===== src/hdl/mips_pkg.sv =====
package mips_pkg;

    localparam int data_width = 32;

    // major opcodes
    localparam logic [5:0] op_r_type  = 6'b000000;
    localparam logic [5:0] op_branchs = 6'b000001;
    localparam logic [5:0] op_j       = 6'b000010;
    localparam logic [5:0] op_beq     = 6'b000100;
    localparam logic [5:0] op_bne     = 6'b000101;
    localparam logic [5:0] op_blez    = 6'b000110;
    localparam logic [5:0] op_bgtz    = 6'b000111;
    localparam logic [5:0] op_addi    = 6'b001000;
    localparam logic [5:0] op_addiu   = 6'b001001;
    localparam logic [5:0] op_slti    = 6'b001010;
    localparam logic [5:0] op_sltiu   = 6'b001011;
    localparam logic [5:0] op_andi    = 6'b001100;
    localparam logic [5:0] op_ori     = 6'b001101;
    localparam logic [5:0] op_xori    = 6'b001110;
    localparam logic [5:0] op_lui     = 6'b001111;
    localparam logic [5:0] op_lb      = 6'b100000;
    localparam logic [5:0] op_lh      = 6'b100001;
    localparam logic [5:0] op_lw      = 6'b100011;
    localparam logic [5:0] op_lbu     = 6'b100100;
    localparam logic [5:0] op_lhu     = 6'b100101;
    localparam logic [5:0] op_sb      = 6'b101000;
    localparam logic [5:0] op_sh      = 6'b101001;
    localparam logic [5:0] op_sw      = 6'b101011;

    // r-type function codes
    localparam logic [5:0] fn_sll   = 6'b000000;
    localparam logic [5:0] fn_srl   = 6'b000010;
    localparam logic [5:0] fn_sra   = 6'b000011;
    localparam logic [5:0] fn_sllv  = 6'b000100;
    localparam logic [5:0] fn_srlv  = 6'b000110;
    localparam logic [5:0] fn_srav  = 6'b000111;
    localparam logic [5:0] fn_jr    = 6'b001000;
    localparam logic [5:0] fn_mthi  = 6'b010001;
    localparam logic [5:0] fn_mtlo  = 6'b010011;
    localparam logic [5:0] fn_mult  = 6'b011000;
    localparam logic [5:0] fn_multu = 6'b011001;
    localparam logic [5:0] fn_div   = 6'b011010;
    localparam logic [5:0] fn_divu  = 6'b011011;
    localparam logic [5:0] fn_add   = 6'b100000;
    localparam logic [5:0] fn_addu  = 6'b100001;
    localparam logic [5:0] fn_sub   = 6'b100010;
    localparam logic [5:0] fn_subu  = 6'b100011;
    localparam logic [5:0] fn_and   = 6'b100100;
    localparam logic [5:0] fn_or    = 6'b100101;
    localparam logic [5:0] fn_xor   = 6'b100110;
    localparam logic [5:0] fn_nor   = 6'b100111;
    localparam logic [5:0] fn_slt   = 6'b101010;
    localparam logic [5:0] fn_sltu  = 6'b101011;

    // rt selectors under op_branchs
    localparam logic [4:0] rt_bltz   = 5'b00000;
    localparam logic [4:0] rt_bgez   = 5'b00001;
    localparam logic [4:0] rt_bltzal = 5'b10000;
    localparam logic [4:0] rt_bgezal = 5'b10001;

    typedef enum logic [4:0] {
        alu_nop, alu_and, alu_or, alu_xor, alu_nor, alu_xnor,
        alu_add, alu_addu, alu_sub, alu_subu, alu_slt, alu_sltu,
        alu_sll_sa, alu_srl_sa, alu_sra_sa, alu_sll, alu_srl, alu_sra,
        alu_lui, alu_mult, alu_multu, alu_mthi, alu_mtlo,
        alu_eqz, alu_gtz, alu_lez, alu_ltz, alu_gez
    } alu_op_e;

endpackage


===== src/hdl/ex_stage_if.sv =====
// id/ex pipeline register contents, one instruction per valid cycle
interface ex_stage_if (
    input logic clk
);

    logic                              valid;
    mips_pkg::alu_op_e                 op;
    logic [mips_pkg::data_width-1:0]   src_a;
    logic [mips_pkg::data_width-1:0]   src_b;
    logic [4:0]                        sa;

    modport decoder (
        input  clk,
        output valid, op, src_a, src_b, sa
    );

    modport execute (
        input  clk,
        input  valid, op, src_a, src_b, sa
    );

endinterface


===== src/hdl/alu_decoder.sv =====
module alu_decoder (
    input  logic                             clk,
    input  logic                             arst_n,
    input  logic                             instr_valid,
    input  logic [31:0]                      instr,
    input  logic [mips_pkg::data_width-1:0]  rs_value,
    input  logic [mips_pkg::data_width-1:0]  rt_value,
    ex_stage_if.decoder                      ex
);

    typedef enum logic [1:0] {b_rt, b_sext, b_zext, b_upper} b_sel_e;

    logic [5:0]                      opcode;
    logic [4:0]                      rt_field;
    logic [5:0]                      funct;
    logic [15:0]                     imm;
    mips_pkg::alu_op_e               op_d;
    logic                            a_from_rt;
    b_sel_e                          b_sel;
    logic [mips_pkg::data_width-1:0] src_b_d;

    assign opcode   = instr[31:26];
    assign rt_field = instr[20:16];
    assign funct    = instr[5:0];
    assign imm      = instr[15:0];

    always_comb begin
        op_d      = mips_pkg::alu_nop;
        a_from_rt = 1'b0;
        b_sel     = b_rt;
        case (opcode)
            mips_pkg::op_r_type: begin
                case (funct)
                    mips_pkg::fn_and:   op_d = mips_pkg::alu_and;
                    mips_pkg::fn_or:    op_d = mips_pkg::alu_or;
                    mips_pkg::fn_xor:   op_d = mips_pkg::alu_xor;
                    mips_pkg::fn_nor:   op_d = mips_pkg::alu_nor;
                    mips_pkg::fn_add:   op_d = mips_pkg::alu_add;
                    mips_pkg::fn_addu:  op_d = mips_pkg::alu_addu;
                    mips_pkg::fn_sub:   op_d = mips_pkg::alu_sub;
                    mips_pkg::fn_subu:  op_d = mips_pkg::alu_subu;
                    mips_pkg::fn_slt:   op_d = mips_pkg::alu_slt;
                    mips_pkg::fn_sltu:  op_d = mips_pkg::alu_sltu;
                    mips_pkg::fn_mult:  op_d = mips_pkg::alu_mult;
                    mips_pkg::fn_multu: op_d = mips_pkg::alu_multu;
                    mips_pkg::fn_mthi:  op_d = mips_pkg::alu_mthi;
                    mips_pkg::fn_mtlo:  op_d = mips_pkg::alu_mtlo;
                    mips_pkg::fn_sllv:  op_d = mips_pkg::alu_sll;
                    mips_pkg::fn_srlv:  op_d = mips_pkg::alu_srl;
                    mips_pkg::fn_srav:  op_d = mips_pkg::alu_sra;
                    // immediate shifts take their value from rt
                    mips_pkg::fn_sll: begin
                        op_d      = mips_pkg::alu_sll_sa;
                        a_from_rt = 1'b1;
                    end
                    mips_pkg::fn_srl: begin
                        op_d      = mips_pkg::alu_srl_sa;
                        a_from_rt = 1'b1;
                    end
                    mips_pkg::fn_sra: begin
                        op_d      = mips_pkg::alu_sra_sa;
                        a_from_rt = 1'b1;
                    end
                    // jr, div, divu fall through as nop
                    default:            op_d = mips_pkg::alu_nop;
                endcase
            end
            mips_pkg::op_addi:  {op_d, b_sel} = {mips_pkg::alu_add, b_sext};
            mips_pkg::op_addiu: {op_d, b_sel} = {mips_pkg::alu_addu, b_sext};
            mips_pkg::op_slti:  {op_d, b_sel} = {mips_pkg::alu_slt, b_sext};
            mips_pkg::op_sltiu: {op_d, b_sel} = {mips_pkg::alu_sltu, b_sext};
            mips_pkg::op_andi:  {op_d, b_sel} = {mips_pkg::alu_and, b_zext};
            mips_pkg::op_ori:   {op_d, b_sel} = {mips_pkg::alu_or, b_zext};
            mips_pkg::op_xori:  {op_d, b_sel} = {mips_pkg::alu_xor, b_zext};
            mips_pkg::op_lui:   {op_d, b_sel} = {mips_pkg::alu_lui, b_upper};
            // address generation, no overflow trap
            mips_pkg::op_lb, mips_pkg::op_lh, mips_pkg::op_lw, mips_pkg::op_lbu,
            mips_pkg::op_lhu, mips_pkg::op_sb, mips_pkg::op_sh, mips_pkg::op_sw:
                {op_d, b_sel} = {mips_pkg::alu_addu, b_sext};
            mips_pkg::op_beq:   op_d = mips_pkg::alu_xnor;
            mips_pkg::op_bne:   op_d = mips_pkg::alu_xor;
            mips_pkg::op_bgtz:  op_d = mips_pkg::alu_gtz;
            mips_pkg::op_blez:  op_d = mips_pkg::alu_lez;
            mips_pkg::op_branchs: begin
                case (rt_field)
                    mips_pkg::rt_bltz, mips_pkg::rt_bltzal: op_d = mips_pkg::alu_ltz;
                    mips_pkg::rt_bgez, mips_pkg::rt_bgezal: op_d = mips_pkg::alu_gez;
                    default:                                op_d = mips_pkg::alu_nop;
                endcase
            end
            default: op_d = mips_pkg::alu_nop;
        endcase
    end

    always_comb begin
        case (b_sel)
            b_sext:  src_b_d = {{16{imm[15]}}, imm};
            b_zext:  src_b_d = {16'b0, imm};
            b_upper: src_b_d = {imm, 16'b0};
            default: src_b_d = rt_value;
        endcase
    end

    always_ff @(posedge clk or negedge arst_n) begin
        if (!arst_n) begin
            ex.valid <= 1'b0;
        end else begin
            ex.valid <= instr_valid;
        end
    end

    // payload only moves with a real instruction
    always_ff @(posedge clk) begin
        if (instr_valid) begin
            ex.op    <= op_d;
            ex.src_a <= a_from_rt ? rt_value : rs_value;
            ex.src_b <= src_b_d;
            ex.sa    <= instr[10:6];
        end
    end

    a_op_known: assert property (@(posedge ex.clk) disable iff (!arst_n)
        ex.valid |-> !$isunknown(ex.op));

endmodule


===== src/flat_wrapper.sv =====
// flat-port wrapper written by rule: the top's interface ports become plain ports
module alu_decoder_flat 
  (clk, arst_n, instr_valid, instr, rs_value, rt_value, ex_valid, ex_op, ex_src_a, ex_src_b, ex_sa);
  ex_stage_if ex_i (.clk(clk));
  input  logic clk;
  input  logic arst_n;
  input  logic instr_valid;
  input  logic [31:0] instr;
  input  logic [mips_pkg::data_width-1:0] rs_value;
  input  logic [mips_pkg::data_width-1:0] rt_value;
  output wire logic [$bits(ex_i.valid)-1:0] ex_valid;
  output wire logic [$bits(ex_i.op)-1:0] ex_op;
  output wire logic [$bits(ex_i.src_a)-1:0] ex_src_a;
  output wire logic [$bits(ex_i.src_b)-1:0] ex_src_b;
  output wire logic [$bits(ex_i.sa)-1:0] ex_sa;
  assign ex_valid = ex_i.valid;
  assign ex_op = ex_i.op;
  assign ex_src_a = ex_i.src_a;
  assign ex_src_b = ex_i.src_b;
  assign ex_sa = ex_i.sa;
  alu_decoder u_core (.clk(clk), .arst_n(arst_n), .instr_valid(instr_valid), .instr(instr), .rs_value(rs_value), .rt_value(rt_value), .ex(ex_i));
endmodule

===== config.mk =====
export PLATFORM = sky130hd
export DESIGN_NAME = alu_decoder_flat
export DESIGN_NICKNAME = d
export VERILOG_FILES = /design/src/hdl/mips_pkg.sv /design/src/hdl/ex_stage_if.sv /design/src/hdl/alu_decoder.sv /design/src/flat_wrapper.sv
export SDC_FILE = /design/constraint.sdc
export NUM_CORES = 1
export LEC_CHECK = 0
export BUFFER_PORTS_ARGS = -buffer_cell sky130_fd_sc_hd__buf_2
export CORE_AREA = 2 2 101 103
export DETAILED_ROUTE_END_ITERATION = 16
export DIE_AREA = 0 0 103 105
export PLACE_DENSITY = 0.79
export SLEW_MARGIN = 10
export SYNTH_ARGS = -nofsm -noshare
export SYNTH_HDL_FRONTEND = slang
export SYNTH_SLANG_ARGS = --single-unit

===== constraint.sdc =====
create_clock -name clk -period 0.8 [get_ports clk]
set_clock_uncertainty 0.2 [all_clocks]
set_input_delay 0.04 -clock clk [delete_from_list [all_inputs] [get_ports clk]]
set_output_delay 0.04 -clock clk [all_outputs]
set_load 0.02 [all_outputs]

==> results.py <==
metrics = {
    "worst_setup_path": {
        "cp.arrival_ns": 1.30,
        "path_cells": "buf_6, mux2i_2, a2bb2oi_2, a21oi_4, nor2b_4, buf_12, a221o_1",
        "slowest_delay_ns": 0.34,
        "startpoint_type": "primary input",
        "critPathRequiredTime_ns": 0.70,
        "end_kind": "flop",
        "cp_max_fo": 16,
        "slowest_stage": "a221o_1",
        "worstSetupPathType": "primary input to flop",
    },
    "global_route": {
        "antenna_found_initial": 0,
        "grt.overflow.total": 0,
        "grt_use_total_pct": 21.1,
        "grt_max_degree": 33,
        "grt_pass1_wl_mm": 17.3,
        "grt_pass1_vias": 3323,
    },
    "clocking": {
        "clkSlewWorstSetupHoldPaths_ns": 0.08,
        "clock-sinks": 75,
        "clock-root-buffer": "clkbuf_8",
        "cts_buffers": 9,
        "cts_buffer_depth": 2,
        "htree_levels": 3,
        "holdBufCountCts": 1,
        "cts_tree": "yes",
    },
    "synth": {
        "netlist_top_cells_area": "edfxtp_1 (58%), mux2_2 (8.9%), a221o_1 (3.9%)",
        "synth_seq_cells": 75,
        "synth_nets": 395,
        "synth_async_sr_flop_share_pct": 1.33,
        "synth_top_cell_by_area": "edfxtp_1",
        "syn-instance-count": 296,
        "synth_flop_cell": "edfxtp_1",
        "syn_area_mm2": 0.00380,
        "synth_area_per_cell_um2": 12.9,
        "synth_edf_count": 74,
        "synth.most_common_cell": "edfxtp_1",
        "synth_seq_area_share_pct": 59.1,
        "ys_types": 48,
        "synth.top_cell.area_share_pct": 58.4,
        "yosysWarnings": 0,
        "ys_top_cells_by_count": "edfxtp_1 (74), nand2_1 (40), mux2_2 (30)",
    },
    "floorplanning": {
        "die_x_um": 103,
        "die_y_um": 105,
        "io_pins": 174,
        "core_mm2": 0.00964,
        "start_util_pct": 39.5,
        "rows": 36,
        "dieArea_mm2": 0.0108,
    },
    "sta": {
        "max_slew_margin_pct": 80.0,
        "finalSetupViolCount": 144,
        "rsz0062_at_grt": "true",
        "holdWs_ns": -0.227,
        "tightestPinTransition_ns": 0.301,
        "finalHoldViolCount": 86,
        "final_max_slew_viol_count": 0,
        "fmax_ghz": 0.716,
        "tns_ns": -62.05,
        "period_needed_ns": 1.40,
        "final.setup.worst_slack_ns": -0.597,
        "period_share_pct": 175,
    },
    "finish": {
        "drive_above_1_share_pct": 64.0,
        "antennaDiodeCount": 0,
        "final_area_mm2": 0.00661,
        "syn_to_final_growth_pct": 73.7,
        "fin_nets": 638,
    },
    "outcome": {
        "status": "complete, but fails checks",
        "violations": "negative hold slack, negative setup slack",
    },
    "drt": {
        "post_drt_wl_per_cell_um": 19.4,
        "drtIter0Drc": 202,
        "firstDrtPassIters": 5,
        "ant_nets": 0,
        "via_per_inst": 5.18,
        "vias": 3505,
        "routed_wirelength_mm": 13.1,
        "drc": 0,
    },
    "placed_design": {
        "gp_congestion": 0.817,
        "port_buffers": 167,
        "place_hpwl_mm": 8.25,
        "place_area_mm2": 0.00524,
    },
    "job": {
        "cap_viol_max_count": 0,
    },
    "pwr": {
        "irDropWorstVdd_uv": 816,
        "power_density_mw_per_mm2": 1690,
        "p_leak_nw": 2.86,
    },
    "worst_hold_path": {
        "min_path_type": "primary input to async pin",
    },
}
==> stage by stage <==
stage	utilization [%]	cells	setup slack, ns	total power, mW
after CTS	61.7	660	-0.597	10.7
final	68.5	677	-0.597	11.2
after global placement	54.3	627	-1.00	7.03
after floorplan	-	296	-0.978	6.10
after global routing	68.5	677	-0.647	11.5
after detailed placement	54.3	627	-1.05	7.09
==> cells by family (layout without fill, tap and decap cells) <==
family	count (synthesis)	count (layout)	share of synthesized area [%]
and+or+nand+nor	82	82	11.5
DFF	75	75	59.1
AOI/OAI and AO/OA	72	72	13.9
muxes	33	33	9.74
buffers and inverters	30	278	4.87
xor gates and xnor gates	4	4	0.921
==> sequential cells by signal, indices dropped and copies added, names as in the netlist <==
signal / flops
u_core.ex.valid: 1
u_core.ex.src_b: 32
u_core.ex.op: 5
u_core.ex.sa: 5
u_core.ex.src_a: 32
==> final timing paths <==
kind	start	depth (start not counted)	to	slack [ns]
min in group clk	rs_value[5]	2	u_core.ex.src_a[5]	-0.22
max in group asynchronous	arst_n	2	u_core.ex.valid	0.54
worst max-delay path	instr[31]	7	u_core.ex.src_b[17]	-0.60
worst min-delay path	arst_n	2	u_core.ex.valid	-0.23
==> what timing repair did <==
item | 4_1_cts | 5_1_grt
gates resized for setup | 100 | 141
gates cloned | 0 | 4
buffers inserted | 16 | 16
endpoints found under the hold margin | 91 | 85
pin swaps | 16 | 37
endpoints found under the setup margin | 144 | 144
==> metal layers <==
metal  track usage [%]  routed length, um  up-vias
met1              25.6               4980     1674
met2              36.6               7010      171
met3              3.61                860       23
li1                  -                  -     1637
met4              8.08                285        0
met5                 0                  0        -
==> power by group <==
part / total (mW) / leakage, nW / switching [mW] / internal, mW
combinational: 2.92 / 2.01 / 1.40 / 1.53
clock: 3.34 / 0.110 / 1.48 / 1.86
sequential: 4.91 / 0.734 / 0.161 / 4.74
total: 11.2 / 2.86 / 3.04 / 8.13
==> critical path: cells and delay by family <==
family / cells / cell delay (ns)
mux: 1 / 0.15
simple gates: 1 / 0.09
buf+inv: 2 / 0.26
compound gates: 3 / 0.74
==> cell type report <==
cell class / count / area [um^2]
inverter: 5 / 21.3
fill: 694 / 3030
clock buffer: 11 / 141
clock inverter: 5 / 85.1
tap: 133 / 166
multi-input combinational: 191 / 1710
sequential: 75 / 2250
timing repair buffer: 257 / 2230
==> cell usage in the layout (no fill, tap or decap), types with 9 or more instances in the layout <==
master,count
o22ai_1,9
edfxtp_1,74
clkbuf_8,10
mux2_4,31
buf_4,55
buf_6,81
nand2_1,38
buf_8,13
a221o_1,15
buf_2,97
Note: power is estimated with default switching activity, not from simulation.
